--- config.mk ---
export PLATFORM = sky130hd
export DESIGN_NAME = load_merger
export DESIGN_NICKNAME = d
export VERILOG_FILES = /design/src/lsu_pkg.sv /design/src/load_merger.sv
export SDC_FILE = /design/constraint.sdc
export NUM_CORES = 1
export LEC_CHECK = 0
export BUFFER_PORTS_ARGS = -buffer_cell sky130_fd_sc_hd__buf_2
export CAP_MARGIN = 25
export CORE_UTILIZATION = 50
export DETAILED_ROUTE_END_ITERATION = 7
export GPL_TIMING_DRIVEN = 0
export PLACE_DENSITY = 0.75
export SLEW_MARGIN = 20
export SYNTH_ARGS = -nofsm -noshare
export SYNTH_HDL_FRONTEND = slang
export SYNTH_SLANG_ARGS = --single-unit
export TNS_END_PERCENT = 100
--- constraint.sdc ---
create_clock -name clk -period 1.7 [get_ports clk]
set_clock_uncertainty 0.15 [all_clocks]
set_input_delay 0 -clock clk [delete_from_list [all_inputs] [get_ports clk]]
set_output_delay 0 -clock clk [all_outputs]
set_load 0.005 [all_outputs]
--- src/lsu_pkg.sv ---
/*
 * shared types and constants for the load/store unit
 * size value 3 behaves as a word access
 * MEM_LAT must be at least 1, MEM_WORDS a power of two
 */
package lsu_pkg;

    localparam int ADDR_W    = 32;
    localparam int DATA_W    = 32;
    localparam int MEM_WORDS = 256;
    localparam int MEM_LAT   = 3;   // busy cycles after each accepted beat
    localparam int MEM_AW    = $clog2(MEM_WORDS);
    localparam int BUSY_W    = $clog2(MEM_LAT + 1);

    typedef logic [DATA_W-1:0] word_t;

    typedef enum logic [1:0] {
        SIZE_BYTE = 2'd0,
        SIZE_HALF = 2'd1,
        SIZE_WORD = 2'd2
    } size_e;

    typedef enum logic [2:0] {
        S_IDLE,
        S_BEAT0,
        S_BEAT1,
        S_WAIT_RD,
        S_RESP
    } seq_state_e;

    // byte count of an access, 3 counts as word
    function automatic logic [2:0] size_bytes(size_e s);
        case (s)
            SIZE_BYTE: return 3'd1;
            SIZE_HALF: return 3'd2;
            default:   return 3'd4;
        endcase
    endfunction

    // access runs past byte 3 of the aligned word
    function automatic logic needs_two_beats(logic [1:0] off, size_e s);
        return ({1'b0, off} + size_bytes(s)) > 3'd4;
    endfunction

endpackage
--- src/load_merger.sv ---
/*
 * holds the read words of a load and extracts the result
 * o_result follows the captured words combinationally
 * second word ignored on single-beat accesses
 */
`timescale 1ns/1ns

module load_merger import lsu_pkg::*; (
    input  logic       clk,
    input  logic       i_rst_n,
    input  logic       i_rvalid,
    input  logic       i_beat,
    input  word_t      i_rdata,
    input  logic [1:0] i_offset,
    input  size_e      i_size,
    input  logic       i_unsigned,
    output word_t      o_result
);

    word_t               r_word0;
    word_t               r_word1;
    logic [2*DATA_W-1:0] shifted;
    logic                sign_bit;

    always_ff @(posedge clk or negedge i_rst_n) begin
        if (!i_rst_n) begin
            r_word0 <= '0;
            r_word1 <= '0;
        end else if (i_rvalid) begin
            if (i_beat)
                r_word1 <= i_rdata;
            else
                r_word0 <= i_rdata;
        end
    end

    // little-endian 8-byte view with the lowest wanted byte moved to lane 0
    assign shifted = {r_word1, r_word0} >> {i_offset, 3'b000};

    always_comb begin
        case (i_size)
            SIZE_BYTE: begin
                sign_bit = shifted[7] & ~i_unsigned;
                o_result = {{24{sign_bit}}, shifted[7:0]};
            end
            SIZE_HALF: begin
                sign_bit = shifted[15] & ~i_unsigned;
                o_result = {{16{sign_bit}}, shifted[15:0]};
            end
            default: begin
                sign_bit = 1'b0;                       // full word needs no extension
                o_result = shifted[DATA_W-1:0];
            end
        endcase
    end

endmodule

==> results.yml <==
run_status:
  status: "finished, violations left"
  violations: "negative setup slack"
timing:
  worst_hold_slack_ps: 86.0
  tightest_slew_ps: 732
  finalWorstSetupSlack_ps: -391
  final_hold_viol_count: 0
  timing.slew.headroom_pct: 51.2
  min_period_over_period_pct: 123
  tns_ps: -6230
  rsz0062_at_grt: "yes"
  min_period_ps: 2090
  finalSetupViolCount: 24
  fmax_mhz: 478
  maxSlewViolCount: 0
synth:
  seq_area_frac_synth_pct: 44.0
  yosys_warnings: 0
  postSynthCellCount: 221
  syn_nets: 262
  synth_top_area_share_pct: 44.0
  syn_area_per_cell_um2: 14.4
  ys_types: 18
  synth-seq-cells: 56
  synthArstFlopShare_pct: 100
  netlist_area_um2: 3190
  synth_edf_count: 0
  synth.top_cells.by_area: "dfrtp_1, mux4_2, mux2_2, nand2_1, mux4_1"
  synth_most_common_cell: "dfrtp_1"
  synthFlopType: "dfrtp_1"
  yosys-top-cells-count: "dfrtp_1, mux2_2, mux4_2, nand2_1, o21ai_0"
  yosysTopAreaCell: "dfrtp_1"
cts:
  clk_pin_slew_ps: 100
  cts-root-buf: "clkbuf_8"
  tritoncts: "built"
  h-tree-depth: 2
  cts.sinks: 56
  clk_path_buf_depth: 2
  cts_buffers: 5
  clock_latency_ps: 310
drt:
  detail_route.wl_per_cell_um: 20.0
  wl_um: 8190
  drtAntennaViolNets: 0
  drcViolationCount: 0
  viasPerCell: 5.97
  drt-initial-drc-count: 208
  num_vias: 2440
  drt_first_pass_iters: 4
die:
  initial_core_util_pct: 52.9
  dieArea_um2: 6690
  die_height_um: 81.8
  coreArea_um2: 6030
  rows: 28
  ios: 73
  die_w_um: 81.8
final_layout:
  drive_above_1_share_pct: 56.0
  nets: 374
  n_fill_cell: 453
  diodes: 0
  area_delta_synth_final_pct: 29.7
  fin_cells: 409
  seq_area_um2: 1400
  finish.utilization_pct: 68.6
  multiInputGateArea_um2: 1690
  design_area_um2: 4130
placement:
  gp_congestion: 0.805
  dp.cells: 365
  numPortBuffers: 69
  post-place-ws_ps: -117
  dpl.hpwl_um: 5550
  place_area_um2: 3630
power_and_ir_drop:
  powerDensity_nw_per_um2: 891
  total_power_mw: 3.68
  vdd_ir_drop_max_mv: 0.568
  power_leakage_nw: 1.80
setup_path:
  crit_type: "flip-flop to output pin"
  ff2ff_path_depth: 2
  critical_path_required_ps: 1550
  cp-start-kind: "flip-flop"
  end_kind: "output pin"
  cp.arrival_ps: 1940
  crit_fanout: 10
grt:
  grt_pass1_wl_um: 12400
  grtUsageTotal_pct: 26.4
  grt_pass1_vias: 2399
  grt_max_degree: 57
  antenna_found_initial: 0
  grt-ovfl-total: 0
run:
  drv_cap: 0
min_path:
  worstHoldPathType: "input port to flip-flop"
  whs_path_depth: 3
[metal layers]
metal | GRT usage [%] | up-vias | part of all wire (%)
li1 | - | 1065 | -
met3 | 4.44 | 16 | 4.8
met2 | 43.1 | 96 | 51
met5 | 0 | - | 0
met4 | 10.4 | 0 | 2.2
met1 | 35.5 | 1263 | 42
[path summary, 6_finish.rpt]
check / startpoint / end / slack [ps]
max: r_word0[31] / o_result[19] / -390
min in group asynchronous: i_rst_n / r_word0[10] / 140
max in group asynchronous: i_rst_n / r_word0[23] / 780
min: i_rvalid / r_word1[1] / 90
min reg2reg: r_word0[4] / r_word0[4] / 360
max reg2reg: r_word1[7] / r_word1[7] / 630
[power breakdown]
part           switching [mW]  leakage (nW)  internal, mW  total, mW
clock                   0.424        0.0552         0.438      0.862
sequential              0.175         0.656          1.53       1.70
combinational           0.439          1.09         0.677       1.12
[layout make-up]
type,instances,share of cell area (%)
flip-flops and latches,56,33.9
clock buffers,6,1.76
repair buffers,105,17.4
multi-input cells,144,41.0
plain buffers,21,2.79
clock inverters,2,0.848
well taps,75,2.27
[layout by cell type (no fill, tap or decap)]
| cell type | count |
|---|---|
| buf_2 | 73 |
| dfrtp_1 | 55 |
| mux2_2 | 54 |
| dlygate4sd3_1 | 33 |
| mux4_2 | 31 |
| nand2_1 | 20 |
| o21ai_0 | 13 |
| o21ai_1 | 10 |
| buf_4 | 7 |
| clkbuf_1 | 7 |
| buf_6 | 5 |
| clkbuf_8 | 5 |
| nand2_2 | 4 |
| mux4_1 | 3 |
| buf_1 | 2 |
| nand2_4 | 2 |
| mux2_1 | 2 |
| or2_2 | 1 |
| mux2i_4 | 1 |
| nor3_1 | 1 |
| o21ai_2 | 1 |
| nor2b_1 | 1 |
| bufinv_16 | 1 |
| clkinv_2 | 1 |
| dfrtp_2 | 1 |
[state kept, by name, indices dropped and copies added, names as in the netlist]
name	cells
r_word0	32
r_word1	24
[repair_timing]
item / CTS / global route
setup buffers: 2 / 1
gates resized for setup: 6 / 7
cloned: 0 / 0
setup endpoints to repair: 24 / 24
hold buffers: 33 / 0
endpoints found under the hold margin: 112 / 0
pin swaps: 0 / 1
[worst max-delay path, cell delays in order (launching register included)]
cell and delay [ps]:
dfrtp_1 430, mux4_2 520, mux2i_4 230, buf_6 190, o21ai_1 90, buf_2 160
[logic make-up (layout without fill, tap and decap cells)]
group           after synthesis  count (layout)  share of synthesized area (%)
buf+inv                      21             134                           3.61
simple gates                 29              29                           3.61
compound gates               24              24                           3.89
flops                        56              56                           44.0
mux                          91              91                           44.9
No activity file was read; power rests on OpenSTA's default activity.
