## src/lsu_pkg.sv

```systemverilog
/*
 * shared types and constants for the load/store unit
 * size value 3 behaves as a word access
 * MEM_LAT must be at least 1, MEM_WORDS a power of two
 */
package lsu_pkg;

    localparam int ADDR_W    = 32;
    localparam int DATA_W    = 32;
    localparam int MEM_WORDS = 256;
    localparam int MEM_LAT   = 3;   // busy cycles after each accepted beat
    localparam int MEM_AW    = $clog2(MEM_WORDS);
    localparam int BUSY_W    = $clog2(MEM_LAT + 1);

    typedef logic [DATA_W-1:0] word_t;

    typedef enum logic [1:0] {
        SIZE_BYTE = 2'd0,
        SIZE_HALF = 2'd1,
        SIZE_WORD = 2'd2
    } size_e;

    typedef enum logic [2:0] {
        S_IDLE,
        S_BEAT0,
        S_BEAT1,
        S_WAIT_RD,
        S_RESP
    } seq_state_e;

    // byte count of an access, 3 counts as word
    function automatic logic [2:0] size_bytes(size_e s);
        case (s)
            SIZE_BYTE: return 3'd1;
            SIZE_HALF: return 3'd2;
            default:   return 3'd4;
        endcase
    endfunction

    // access runs past byte 3 of the aligned word
    function automatic logic needs_two_beats(logic [1:0] off, size_e s);
        return ({1'b0, off} + size_bytes(s)) > 3'd4;
    endfunction

endpackage
```

## src/mem_if.sv

```systemverilog
/*
 * word memory bus, one beat in flight at a time
 * addr is always word aligned, mask has one bit per byte lane
 */
`timescale 1ns/1ns

interface mem_if import lsu_pkg::*; ();

    logic              req;
    logic              we;
    logic [ADDR_W-1:0] addr;
    word_t             wdata;
    logic [3:0]        mask;
    logic              ready;   // low while the memory is busy
    logic              rvalid;  // one-cycle pulse per read beat
    word_t             rdata;

    modport seq (
        output req, we, addr, wdata, mask,
        input  ready, rvalid, rdata
    );

    modport mem (
        input  req, we, addr, wdata, mask,
        output ready, rvalid, rdata
    );

endinterface

```

## src/access_sequencer.sv

```systemverilog
/*
 * request/response control for one access at a time
 * loads wait for each read return before the next beat
 * split stores are not atomic
 */
`timescale 1ns/1ns

module access_sequencer import lsu_pkg::*; (
    input  logic              clk,
    input  logic              i_rst_n,
    input  logic              i_req_valid,
    output logic              o_req_ready,
    input  logic              i_req_we,
    input  logic [ADDR_W-1:0] i_req_addr,
    input  size_e             i_req_size,
    input  logic              i_req_unsigned,
    input  word_t             i_req_wdata,
    output logic              o_rsp_valid,
    output word_t             o_rsp_rdata,
    input  logic              i_rsp_ready,
    output logic              o_beat,
    output logic [1:0]        o_offset,
    output size_e             o_size,
    output logic              o_unsigned,
    output word_t             o_wdata,
    input  logic [3:0]        i_st_mask,
    input  word_t             i_st_data,
    input  word_t             i_ld_result,
    mem_if.seq                mem
);

    seq_state_e        state;
    logic              r_beat;
    logic              r_we;
    logic [1:0]        r_offset;
    size_e             r_size;
    logic              r_unsigned;
    word_t             r_wdata;
    logic [ADDR_W-1:0] r_maddr;     // word address of the current beat
    logic              req_take;
    logic              beat_take;
    logic              two_beats;
    logic              go_beat1;

    assign o_req_ready = (state == S_IDLE);
    assign req_take    = i_req_valid & o_req_ready;
    assign beat_take   = mem.req & mem.ready;
    assign two_beats   = needs_two_beats(r_offset, r_size);

    // second beat follows a store write or the first read return
    assign go_beat1 = two_beats & ~r_beat &
        (((state == S_BEAT0) & beat_take & r_we) | ((state == S_WAIT_RD) & mem.rvalid));

    always_ff @(posedge clk or negedge i_rst_n) begin
        if (!i_rst_n) begin
            state  <= S_IDLE;
            r_beat <= 1'b0;
            r_we   <= 1'b0;
        end else begin
            case (state)
                S_IDLE: if (req_take) begin
                    state  <= S_BEAT0;
                    r_beat <= 1'b0;
                    r_we   <= i_req_we;
                end
                S_BEAT0, S_BEAT1: if (beat_take) begin
                    if (!r_we)
                        state <= S_WAIT_RD;
                    else if (go_beat1)
                        state <= S_BEAT1;
                    else
                        state <= S_RESP;   // response one cycle after last write
                end
                S_WAIT_RD: if (mem.rvalid) begin
                    state <= go_beat1 ? S_BEAT1 : S_RESP;
                end
                S_RESP: if (i_rsp_ready) state <= S_IDLE;
                default: state <= S_IDLE;
            endcase
            if (go_beat1)
                r_beat <= 1'b1;
        end
    end

    // request payload
    always_ff @(posedge clk) begin
        if (req_take) begin
            r_offset   <= i_req_addr[1:0];
            r_size     <= i_req_size;
            r_unsigned <= i_req_unsigned;
            r_wdata    <= i_req_wdata;
            r_maddr    <= {i_req_addr[ADDR_W-1:2], 2'b00};
        end else if (go_beat1) begin
            r_maddr <= r_maddr + ADDR_W'(4);
        end
    end

    assign o_beat     = r_beat;
    assign o_offset   = r_offset;
    assign o_size     = r_size;
    assign o_unsigned = r_unsigned;
    assign o_wdata    = r_wdata;

    assign mem.req   = (state == S_BEAT0) | (state == S_BEAT1);
    assign mem.we    = r_we;
    assign mem.addr  = r_maddr;
    assign mem.wdata = i_st_data;
    assign mem.mask  = i_st_mask;

    assign o_rsp_valid = (state == S_RESP);
    assign o_rsp_rdata = r_we ? '0 : i_ld_result;   // stores answer with zero

endmodule

```

## src/flat_wrapper.sv

```systemverilog
// flat-port wrapper written by rule: the top's interface ports become plain ports
module access_sequencer_flat import lsu_pkg::*;
  (clk, i_rst_n, i_req_valid, o_req_ready, i_req_we, i_req_addr, i_req_size, i_req_unsigned, i_req_wdata, o_rsp_valid, o_rsp_rdata, i_rsp_ready, o_beat, o_offset, o_size, o_unsigned, o_wdata, i_st_mask, i_st_data, i_ld_result, mem_req, mem_we, mem_addr, mem_wdata, mem_mask, mem_ready, mem_rvalid, mem_rdata);
  mem_if mem_i ();
  input  logic clk;
  input  logic i_rst_n;
  input  logic i_req_valid;
  output logic o_req_ready;
  input  logic i_req_we;
  input  logic [ADDR_W-1:0] i_req_addr;
  input  size_e i_req_size;
  input  logic i_req_unsigned;
  input  word_t i_req_wdata;
  output logic o_rsp_valid;
  output word_t o_rsp_rdata;
  input  logic i_rsp_ready;
  output logic o_beat;
  output logic [1:0] o_offset;
  output size_e o_size;
  output logic o_unsigned;
  output word_t o_wdata;
  input  logic [3:0] i_st_mask;
  input  word_t i_st_data;
  input  word_t i_ld_result;
  output wire logic [$bits(mem_i.req)-1:0] mem_req;
  output wire logic [$bits(mem_i.we)-1:0] mem_we;
  output wire logic [$bits(mem_i.addr)-1:0] mem_addr;
  output wire logic [$bits(mem_i.wdata)-1:0] mem_wdata;
  output wire logic [$bits(mem_i.mask)-1:0] mem_mask;
  input wire logic [$bits(mem_i.ready)-1:0] mem_ready;
  input wire logic [$bits(mem_i.rvalid)-1:0] mem_rvalid;
  input wire logic [$bits(mem_i.rdata)-1:0] mem_rdata;
  assign mem_req = mem_i.req;
  assign mem_we = mem_i.we;
  assign mem_addr = mem_i.addr;
  assign mem_wdata = mem_i.wdata;
  assign mem_mask = mem_i.mask;
  assign mem_i.ready = mem_ready;
  assign mem_i.rvalid = mem_rvalid;
  assign mem_i.rdata = mem_rdata;
  access_sequencer u_core (.clk(clk), .i_rst_n(i_rst_n), .i_req_valid(i_req_valid), .o_req_ready(o_req_ready), .i_req_we(i_req_we), .i_req_addr(i_req_addr), .i_req_size(i_req_size), .i_req_unsigned(i_req_unsigned), .i_req_wdata(i_req_wdata), .o_rsp_valid(o_rsp_valid), .o_rsp_rdata(o_rsp_rdata), .i_rsp_ready(i_rsp_ready), .o_beat(o_beat), .o_offset(o_offset), .o_size(o_size), .o_unsigned(o_unsigned), .o_wdata(o_wdata), .i_st_mask(i_st_mask), .i_st_data(i_st_data), .i_ld_result(i_ld_result), .mem(mem_i));
endmodule
```

## config.mk

```make
export PLATFORM = sky130hd
export DESIGN_NAME = access_sequencer_flat
export DESIGN_NICKNAME = d
export VERILOG_FILES = /design/src/lsu_pkg.sv /design/src/mem_if.sv /design/src/access_sequencer.sv /design/src/flat_wrapper.sv
export SDC_FILE = /design/constraint.sdc
export NUM_CORES = 1
export LEC_CHECK = 0
export BUFFER_PORTS_ARGS = -buffer_cell sky130_fd_sc_hd__buf_2
export CAP_MARGIN = 10
export CORE_AREA = 2 2 121 123
export CTS_CLUSTER_DIAMETER = 120
export DETAILED_ROUTE_END_ITERATION = 10
export DIE_AREA = 0 0 123 125
export PLACE_DENSITY = 0.72
export SKIP_CTS_REPAIR_TIMING = 1
export SLEW_MARGIN = 20
export SYNTH_ARGS = -nofsm -noshare
export SYNTH_HDL_FRONTEND = slang
export SYNTH_SLANG_ARGS = --single-unit
```

## constraint.sdc

```tcl
create_clock -name clk -period 4.9 [get_ports clk]
set_input_delay 0.98 -clock clk [delete_from_list [all_inputs] [get_ports clk]]
set_output_delay 0.98 -clock clk [all_outputs]
set_load 0.01 [all_outputs]
```

==> results.toml <==
[status]
outcome = "completed"

[power_and_ir_drop]
total_power_mw = 2.73
peakVddDrop_v = 0.000259
p_seq_frac = 0.417
p_per_area_mw_per_mm2 = 535
p_int_mw = 1.71
total_leakage_power_nw = 2.15
switching_share = 0.373
p_comb_frac = 0.330
pwr-share-clk = 0.253
switchingPower_mw = 1.02

[clocking]
clock_path_buffers = 2
cts_root_buffer = "clkbuf_16"
cts_max_level = 3
cts_buffers = 9
cts.clk_slew.worst_paths_ns = 0.06
tritoncts = "yes"
clkSinkCount = 72
clk-insertion-delay-late_ns = 0.34

[yosys]
yosysTopAreaCellShare = 0.525
synthFlopType = "edfxtp_1"
synthTopCellsByArea = "edfxtp_1, buf_4, nor2b_1"
yosys_warnings = 0
avgSynthCellArea_um2 = 11.1
syn_inst = 346
ys_types = 42
yosysTopAreaCell = "edfxtp_1"
async_reset_ff_frac = 0.0694
synth_edf_count = 67
yosys_register_bits = 72
synth_area_mm2 = 0.00383
yosysSeqAreaShare = 0.557

[sta]
setup_tns_ns = 0
fin_crit_ns = 2.75
max_slew_margin = 0.405
skew_ns = 0.00678
fin_crit_sh = 0.562
setup_violations = 0
holdWs_ns = 0.446
final-max-slew-violation-count = 0
finalWorstSetupSlack_ns = 2.15
finalHoldViolations = 0
fmax_mhz = 363
grt_setup_unrepaired = "false"
tightest_slew_ns = 0.892

[worst_setup_path]
cp_max_fo = 67
cp.required_ns = 4.98
critPathKind = "in2reg"
cp-start-kind = "input port"
cp_data_arrival_time_ns = 2.83
ff2ff_setup_slack_ns = 2.18
endpoint_kind = "register"

[die]
start_util = 0.270
dieArea_mm2 = 0.0154
core_area_mm2 = 0.0142
die_w_um = 123
die_y_um = 125
rows = 44
pin_count = 316

[global_routing]
grt_max_degree = 68
grt_use_total = 0.134
first_global_vias = 2955
overflow = 0
grt_pass1_wl_um = 15500
antenna_found_initial = 0

[placement]
io_buffer_count = 209
pre_cts_ws_ns = 1.80
place_congestion = 0.791
dp.cells = 690
placed_cell_area_mm2 = 0.00478
hpwl_um = 7960

[drt]
remaining_drc_errors = 0
drt_iter0_drc = 179
vias_per_cell = 4.39
wl_per_cell_um = 14.7
routed_wl_um = 10400
dr.pass1.iters = 4
antenna_left = 0
num_vias = 3097

[final_layout]
area_growth_pct = 32.9
final_cell_mix = "buf_2, edfxtp_1, nand2_1"
stdcell_count = 706
final_common_cell = "buf_2"
fillCellCount = 1454
post-route-cell-area_mm2 = 0.00509
final_layout_size_suffix_gt1_frac = 0.458
diodes = 0
final_nets = 694
final_util = 0.359

[run]
maxCapViolCount = 0

[worst_hold_path]
hold_class = "in2async"
## final cells by class
type                            instances  area, µm²  share of cell area
Multi-Input combinational cell        213       1320               0.258
Sequential cell                        72       2140               0.420
Inverter                               10       38.8             0.00761
Timing Repair Buffer                  211       1060               0.208
Clock inverter                          7       85.1              0.0167
Tap cell                              184        230              0.0452
Clock buffer                            9        225              0.0442
## registers in the layout, summed over array words and instances (netlist names)
name / cells
u_core.o_wdata: 32
u_core.mem.addr: 30
u_core.state: 3
u_core.o_offset: 2
u_core.o_size: 2
u_core.mem.we: 1
u_core.o_beat: 1
u_core.o_unsigned: 1
## final timing paths
kind | from | endpoint | cells past startpoint
max | i_req_valid | u_core.mem.addr[28] | 6
min | i_rst_n | u_core.state[1] | 1
max reg2reg | u_core.state[1] | u_core.mem.addr[28] | 6
min reg2reg | u_core.o_beat | u_core.o_beat | 2
max in group asynchronous | i_rst_n | u_core.mem.we | 1
min in group clk | u_core.o_beat | u_core.o_beat | 2
## layer usage
layer	part of all wire	up-vias	GRT usage
li1	-	1506	-
met5	0	-	0
met3	0.088	23	0.0502
met2	0.50	153	0.227
met4	0.019	0	0.0508
met1	0.39	1415	0.154
## worst max-delay path, stage by stage
cell and delay (ns):
buf_2 0.09, nand2_1 0.23, clkinv_2 0.77, buf_4 0.54
nand2_1 0.11, o21ai_0 0.08
## power groups by stage
stage | Sequential, mW | Clock [mW] | Combinational (mW)
after floorplan | 1.14 | 0 | 0.546
after global placement | 1.14 | 0 | 0.908
after detailed placement | 1.15 | 0 | 0.924
after CTS | 1.14 | 0.715 | 0.926
after global routing | 1.17 | 0.741 | 1.00
final | 1.14 | 0.689 | 0.900
## synth_stat cells, drive strengths merged, types with 2 or more instances
cell and n:
ha 2, clkbuf 12, nor2b 32, edfxtp 67, o21ai 30, buf 40, inv 10, xnor2 21
nand2 47, dfrtp 5, nor3b 2, nor3 9, nand4 6, nor4 7, xor2 9, nand2b 2
a21oi 4, and4 3, nor2 13, nand3 13
## cell families (layout without fill, tap and decap cells)
family	count (synthesis)	after routing	share of synthesized area
XOR/XNOR	30	30	0.0685
flip-flops	72	72	0.557
AND/OR/NAND/NOR	139	139	0.204
other	1	2	0.000978
AO/OA/AOI/OAI	38	38	0.0542
buffers and inverters	62	237	0.100
multiplexers	1	1	0.00261
adder cells (fa/ha/maj)	3	3	0.0117
Note: power is estimated with default switching activity, not from simulation.
