--- src/lsu_pkg.sv ---
/*
 * shared types and constants for the load/store unit
 * size value 3 behaves as a word access
 * MEM_LAT must be at least 1, MEM_WORDS a power of two
 */
package lsu_pkg;

    localparam int ADDR_W    = 32;
    localparam int DATA_W    = 32;
    localparam int MEM_WORDS = 256;
    localparam int MEM_LAT   = 3;   // busy cycles after each accepted beat
    localparam int MEM_AW    = $clog2(MEM_WORDS);
    localparam int BUSY_W    = $clog2(MEM_LAT + 1);

    typedef logic [DATA_W-1:0] word_t;

    typedef enum logic [1:0] {
        SIZE_BYTE = 2'd0,
        SIZE_HALF = 2'd1,
        SIZE_WORD = 2'd2
    } size_e;

    typedef enum logic [2:0] {
        S_IDLE,
        S_BEAT0,
        S_BEAT1,
        S_WAIT_RD,
        S_RESP
    } seq_state_e;

    // byte count of an access, 3 counts as word
    function automatic logic [2:0] size_bytes(size_e s);
        case (s)
            SIZE_BYTE: return 3'd1;
            SIZE_HALF: return 3'd2;
            default:   return 3'd4;
        endcase
    endfunction

    // access runs past byte 3 of the aligned word
    function automatic logic needs_two_beats(logic [1:0] off, size_e s);
        return ({1'b0, off} + size_bytes(s)) > 3'd4;
    endfunction

endpackage
--- src/store_splitter.sv ---
/*
 * byte mask and lane-aligned data for one store beat
 * purely combinational
 * bytes outside the mask carry don't-care data
 */
`timescale 1ns/1ns

module store_splitter import lsu_pkg::*; (
    input  logic       i_beat,     // 0 = aligned word, 1 = next word
    input  logic [1:0] i_offset,
    input  size_e      i_size,
    input  word_t      i_wdata,
    output logic [3:0] o_mask,
    output word_t      o_data
);

    logic [3:0]        base_mask;
    logic [7:0]        wide_mask;
    logic [2*DATA_W-1:0] wide_data;

    always_comb begin
        case (i_size)
            SIZE_BYTE: base_mask = 4'b0001;
            SIZE_HALF: base_mask = 4'b0011;
            default:   base_mask = 4'b1111;
        endcase
    end

    // spread the access over two words, then pick the half for this beat
    assign wide_mask = {4'b0000, base_mask} << i_offset;
    assign wide_data = {{DATA_W{1'b0}}, i_wdata} << {i_offset, 3'b000};

    always_comb begin
        if (i_beat) begin
            o_mask = wide_mask[7:4];                   // overflow bytes land in low lanes
            o_data = wide_data[2*DATA_W-1:DATA_W];
        end else begin
            o_mask = wide_mask[3:0];
            o_data = wide_data[DATA_W-1:0];
        end
    end

endmodule

--- config.mk ---
export PLATFORM = sky130hd
export DESIGN_NAME = store_splitter
export DESIGN_NICKNAME = d
export VERILOG_FILES = /design/src/lsu_pkg.sv /design/src/store_splitter.sv
export SDC_FILE = /design/constraint.sdc
export NUM_CORES = 1
export LEC_CHECK = 0
export BUFFER_PORTS_ARGS = -buffer_cell sky130_fd_sc_hd__buf_2
export CELL_PAD_IN_SITES_DETAIL_PLACEMENT = 0
export CELL_PAD_IN_SITES_GLOBAL_PLACEMENT = 1
export CORE_ASPECT_RATIO = 1.5
export CORE_UTILIZATION = 25
export DETAILED_ROUTE_END_ITERATION = 10
export GPL_TIMING_DRIVEN = 0
export MAX_ROUTING_LAYER = met4
export PLACE_DENSITY = 0.83
export SETUP_SLACK_MARGIN = 0.2
export SLEW_MARGIN = 0
export SYNTH_ARGS = -nofsm -noshare
export SYNTH_HDL_FRONTEND = slang
export SYNTH_SLANG_ARGS = --single-unit
--- constraint.sdc ---
create_clock -name vclk -period 1.7
set_input_delay 0.34 -clock vclk [all_inputs]
set_output_delay 0.34 -clock vclk [all_outputs]
set_load 0.01 [all_outputs]
==> results of run 1 <==
==> critical path: stages <==
cell     delay [ps]
buf_12          110
or2_4           250
buf_8           140
buf_8           130
o22ai_2         140
buf_2           150
==> Yosys cell counts <==
cell,n,share of area (%)
o221ai_1,1,1.2
mux2i_1,24,32
buf_4,2,2.0
mux2_2,1,1.5
o21ai_0,3,2.0
o22ai_2,1,1.6
and2_1,1,0.82
buf_1,1,0.49
a21oi_1,2,1.3
nand3_1,1,0.66
nor2_2,1,0.82
or2_1,1,0.82
nand2_1,2,0.99
inv_1,2,0.99
nand2b_1,1,0.82
buf_2,4,2.6
buf_6,5,7.4
a22o_1,8,9.2
inv_2,1,0.49
o2bb2ai_1,17,20
o22ai_1,15,12
nor3_1,1,0.66
==> cells by family (layout without fill, tap and decap cells) <==
family | after synthesis | count (layout)
AND/OR/NAND/NOR | 8 | 8
AO/OA/AOI/OAI | 47 | 47
buffers and inverters | 15 | 90
multiplexers | 25 | 25
==> cells in the final DEF, fill, tap and decap left out, types with 2 or more instances in the layout <==
master / synthesis / routed
o21ai_1: 0 / 2
o2bb2ai_2: 0 / 8
o2bb2ai_1: 17 / 8
a22o_4: 0 / 2
o22ai_1: 15 / 6
a22o_1: 8 / 6
a21oi_1: 2 / 2
inv_1: 2 / 2
buf_4: 2 / 4
mux2i_4: 0 / 3
buf_2: 4 / 71
mux2i_1: 24 / 16
o22ai_2: 1 / 9
buf_6: 5 / 7
mux2i_2: 0 / 5
buf_8: 0 / 3
==> per-stage QoR <==
stage	power, uW	utilization (%)	instances
2_1_floorplan	212	-	95
3_3_place_gp	355	39.9	205
3_5_place_dp	364	39.9	205
4_1_cts	419	46.1	209
5_1_grt	501	51.2	209
6_report	472	51.2	209
==> final cells by class <==
type / instances / share of cell area (%)
multi-input cells: 80 / 58.5
repair buffers: 75 / 27.9
plain buffers: 12 / 9.48
well taps: 39 / 3.27
inverters: 3 / 0.923
==> routing by layer <==
| layer | wire [um] | track usage [%] | share of wire, % | vias up |
|---|---|---|---|---|
| met3 | 159 | 0 | 4.5 | 2 |
| li1 | - | - | - | 545 |
| met1 | 1380 | 24.6 | 39 | 565 |
| met5 | 0 | - | 0 | - |
| met4 | 19 | 2.54 | 0.54 | 0 |
| met2 | 1980 | 39.5 | 56 | 51 |
==> power breakdown <==
group / total (uW) / switching, uW / leakage [uW] / internal (uW)
logic: 472 / 243 / 0.000722 / 230
registers: 0 / 0 / 0 / 0
clock network: 0 / 0 / 0 / 0
total: 472 / 243 / 0.000722 / 230
==> timing repair <==
| action | CTS | global route |
|---|---|---|
| resized for setup | 30 | 29 |
| setup buffers | 2 | 0 |
| gates cloned | 2 | 0 |
| endpoints found under the setup margin | 36 | 36 |
| pin swaps | 15 | 3 |
==> how the worst max path moves through the flow <==
stage	startpoint	end	slack (ps)	cells past startpoint
after floorplan	i_beat	o_data[11]	190	5
after global placement	i_offset[1]	o_data[11]	40	6
after detailed placement	i_offset[0]	o_data[23]	10	5
after CTS	i_beat	o_data[11]	100	6
after global routing	i_beat	o_data[11]	70	6
final	i_beat	o_data[30]	90	6
==> summary.md, run 1 <==
| Metric | Value |
|---|---|
| Number of distinct library cells after synthesis | 22 |
| Initial antenna violation count | 0 |
| Synthesized area | between 700 and 800 um2 |
| HPWL Detailed | approximately 2.5 mm |
| Initial Utilization | a little over a quarter |
| Largest fanout on the critical path | 6 |
| Worst Hold Path Cells | 4 |
| Min Tclk post-route | 1610 ps |
| Pwr per Cell Area | roughly 320 nW/um2 |
| Hold_sp | i_size[1] |
| Hold-fix buffer count after cts | 0 |
| Required time of the worst setup path | 1360 ps |
| Row count | 24 |
| Simple-gate portion of the synthesized area | roughly 5.6% |
| Mux share of post-synthesis cell area | 33.1% |
| Final-report max-slew violation count | 0 |
| Fill cell count | 285 |
| DR vias | about 1,200 |
| Hold Path Sink | o_mask[3] |
| Register area | 0 um2 |
| WL final | between 3 and 4 mm |
| Synth Area in Compound Gates | a little under half |
| Tightest Pin Transition | just under 300 ps |
| DR WL/cell | approximately 17 um |
| Setup-failing EPs final | 0 |
| Vias in the first global route | around 1,100 |
| Full die area | 3270 um2 |
| Global-route wire length before repair | ~5.3 mm |
| Grt total ovfl | 0 |
| Mapped Cells | 95 |
| Pre-CTS setup slack | ~12 ps |
| Fin crit share | a little over nine tenths |
| Min Hold Slack | 1050 ps |
| Crit. End Element | primary output |
| Critical Path Start Type | input pin |
| Boundary pin count | 73 |
| IO Port Bufs | a little over 70 |
| Seq/Total Area, Yosys | 0% |
| DRT antenna net count | 0 |
| Syn_nets | ~130 |
| Outcome | finished clean |
| ANT cells | 0 |
| Die Y | 69.5 um |
| Core Footprint | between 2000 and 3000 um2 |
| Crit path DAT | around 1300 ps |
| P&R area growth vs syn | 96.4% |
| Placed Area | between 1000 and 1500 um2 |
| Mean Syn Cell Area | roughly 8 um2 |
| Max IR drop VDD | around 180 uV |
| DRT iter0 DRCs | 28 |
| Cell area after layout | between 1000 and 1500 um2 |
| Post-Synth XOR/XNOR Area | 0% |
| Drt via density | between 5 and 6 |
| Drt pass-1 iters | 4 |
| FF+latch count | 0 |
| Chip width | 47.0 um |
| Max capacitance violation total | 0 |
| Largest net degree at the start of global routing | 11 |
| Layout cell share with drive strength beyond 1 | 71.8% |
| GRT Util Overall | a little over a fifth |
| Hold Path Class | in2out |
| RSZ-0062 raised after global routing | true |
| CLK BUF | 0 |
| Static leakage | 0.000722 uW |
| Hold Vio Cnt, Final | 0 |
| Setup ws final | around 90 ps |
| Final nets | around 210 |
| Max_slew headroom | 79.9% |
| Crit path kind | in2out |
| Fmax | 0.621 GHz |
| DRC viols | 0 |
| Multi-input gate area in the final layout | about 870 um2 |
| GPL Wtd Cong | around 0.79 |
| Yosys Warn Count | 0 |
| Setup TNS | 0 ps |
| Synth Area in Adders | 0% |
| Largest family of logic cells by synthesized area | compound AO/OA/AOI/OAI gates |
No activity file was read; power rests on OpenSTA's default activity.
==> inputs of run 2 (changes only) <==
--- a/config.mk
+++ b/config.mk
@@ -6,10 +6,8 @@
 export NUM_CORES = 1
 export LEC_CHECK = 0
 export BUFFER_PORTS_ARGS = -buffer_cell sky130_fd_sc_hd__buf_2
-export CELL_PAD_IN_SITES_DETAIL_PLACEMENT = 0
-export CELL_PAD_IN_SITES_GLOBAL_PLACEMENT = 1
 export CORE_ASPECT_RATIO = 1.5
-export CORE_UTILIZATION = 25
+export CORE_UTILIZATION = 39
 export DETAILED_ROUTE_END_ITERATION = 10
 export GPL_TIMING_DRIVEN = 0
 export MAX_ROUTING_LAYER = met4
==> run 2 against run 1 <==
Effect of this change:
- worst hold slack improved by 42 ps
- via count increased by 15%
- flip-flop and latch count unchanged
- fmax decreased by 4.0%
- die area decreased by 35%
- count of clock-buffer cells in the layout unchanged
- non-clock buffer count increased by 3
- first-iteration DRC count increased by 130%
- combinational power increased by 21%
- largest cell class unchanged
==> summary.md, run 2 (synthesized netlist as in run 1, its figures left out) <==
| Metric | Value |
|---|---|
| Outcome | finished clean |
| CP cell instances | buf_12 -> buf_8 -> mux2i_1 -> o22ai_2 -> buf_2 |
| Max_slew headroom | 72.4% (-7.6 points) |
| CP bufs+invs | 3 (-1) |
| Max IR drop VDD | 251 uV (+42%) |
| Cell family with most CP delay | buffers and inverters |
| ANT cells | 0 (unchanged) |
| Hold Vio Cnt, Final | 0 (unchanged) |
| CLK BUF | 0 (unchanged) |
| Initial Utilization | 41.5% (+15 points) |
| Drt pass-1 iters | 4 (unchanged) |
| Max capacitance violation total | 0 (unchanged) |
| P&R area growth vs syn | 121% |
| Hold-fix buffer count after cts | 0 (unchanged) |
| P_int | 273 uW (+19%) |
| Power after layout | 573 uW (+21%) |
| Psw | 299 uW (+23%) |
| Tightest Pin Transition | 403 ps (+110 ps) |
| Setup TNS | 0 ps (unchanged) |
| Pwr per Cell Area | 341 nW/um2 (+7.7%) |
| IO Port Bufs | 71 (unchanged) |
| Required time of the worst setup path | 1360 ps (about the same) |
| Largest net degree at the start of global routing | 11 (unchanged) |
| WL final | 4.78 mm (+35%) |
| Row count | 19 (-21%) |
| DR vias | 1,338 (+15%) |
| Crit. End Element | primary output |
| Final nets | 212 (+1.4%) |
| GRT Util Overall | 33.5% (+12 points) |
| DR WL/cell | 24.6 um (+45%) |
| Setup ws final | 22.6 ps (-67.6 ps) |
| Global-route wire length before repair | 5.33 mm (+0.78%) |
| Slowest CP cell | mux2i_1 |
| Fin crit share | 98.7% (+4.0 points) |
| Switching part of the total | 52.3% (+0.91 points) |
| Fmax | 0.596 GHz (-4.0%) |
| Min Tclk post-route | 1680 ps (+67.6 ps) |
| Static leakage | 0.000774 uW (+7.2%) |
| Drt via density | 6.90 (+24%) |
| Highest-count cells in the layout ignoring fill and taps | buf_2 (68), o22ai_2 (13), o2bb2ai_2 (10) |
| Most common cell after layout, fill and taps aside | buf_2 |
| Hold Path Sink | o_mask[2] |
| Comb pwr share | 100.0% (about the same) |
| RSZ-0062 raised after global routing | true |
| DRT antenna net count | 0 (unchanged) |
| Final core area utilization | 91.7% (+41 points) |
| Register area | 0 um2 (unchanged) |
| Hold Path Class | in2out |
| Core Footprint | 1830 um2 (-37%) |
| Final-report max-slew violation count | 0 (unchanged) |
| Setup-failing EPs final | 0 (unchanged) |
| DRT iter0 DRCs | 65 (+130%) |
| Layout cell share with drive strength beyond 1 | 82.1% (+10 points) |
| Seq pwr share | 0% (unchanged) |
| Crit path DAT | 1340 ps (+70 ps) |
| Worst Hold Path Cells | 4 (unchanged) |
| HPWL Detailed | 2.26 mm (-9.8%) |
| Clock network power share | 0% (unchanged) |
| Crit-path max cell delay | 410 ps (+160 ps) |
| Vias in the first global route | 1,167 (+1.8%) |
| Pre-CTS setup slack | 25.7 ps (+13.6 ps) |
| Critical Path Start Type | input pin |
| GPL Wtd Cong | 0.851 (+7.7%) |
| FF+latch count | 0 (unchanged) |
| Die Y | 56.0 um (-19%) |
| Hold_sp | i_beat |
| Full die area | 2130 um2 (-35%) |
| DRC viols | 0 (unchanged) |
| Crit path depth | 5 (-1) |
| Chip width | 38.0 um (-19%) |
| Largest fanout on the critical path | 10 (+4) |
| Crit path kind | in2out |
| Initial antenna violation count | 0 (unchanged) |
| Grt total ovfl | 0 (unchanged) |
| Boundary pin count | 73 (unchanged) |
-- run 2: changes by cell type in the layout (fill, tap and decap cells not counted), moves of 3 or more --
cell / change
mux2i_1: -7
o22ai_2: +4
mux2i_4: +3
buf_2: -3
mux2i_2: +4
o22ai_1: -5
-- run 2: repair_timing --
item,in CTS,in global routing
endpoints found under the hold margin,0,0
pin swaps,19,1
gates resized for setup,52,38
endpoints found under the setup margin,34,36
setup buffers,3,1
cloned,2,1
-- run 2: cell type report --
cell class / count / area [um2]
Timing Repair Buffer: 78 / 478
Inverter: 3 / 13.8
Fill cell: 78 / 151
Tap cell: 21 / 26.3
Buffer: 12 / 166
Multi-Input combinational cell: 80 / 995
-- run 2: metrics by stage --
| stage | cells | instance area [um2] | hold slack (ps) |
|---|---|---|---|
| finish | 194 | 1680 | 1100 |
| global route | 194 | 1680 | 1100 |
| CTS | 192 | 1440 | 1040 |
| detailed placement | 187 | 1140 | 954 |
| global placement | 187 | 1140 | 958 |
| floorplan | 95 | 759 | 810 |
-- run 2: worst max-delay path by stage --
| stage | from | end | slack, ps |
|---|---|---|---|
| 4_1_cts | i_beat | o_data[30] | 110 |
| 2_1_floorplan | i_beat | o_data[11] | 190 |
| 3_3_place_gp | i_offset[1] | o_data[14] | 30 |
| 6_report | i_offset[0] | o_data[27] | 20 |
| 3_5_place_dp | i_offset[1] | o_data[30] | 30 |
| 5_1_grt | i_offset[0] | o_data[27] | -40 |
-- run 2: per-layer routing --
layer  vias to the layer above  GRT usage [%]  share of wire (%)
met1                       639           39.3                 37
met2                       118           57.4                 52
li1                        555              -                  -
met3                        26           2.00                8.2
met5                         -              -                  0
met4                         0           11.2                3.3
-- run 2: power groups by stage --
stage	registers (uW)	clock network [uW]	logic, uW
2_1_floorplan	0	0	212
3_3_place_gp	0	0	350
3_5_place_dp	0	0	358
4_1_cts	0	0	451
5_1_grt	0	0	586
6_report	0	0	573
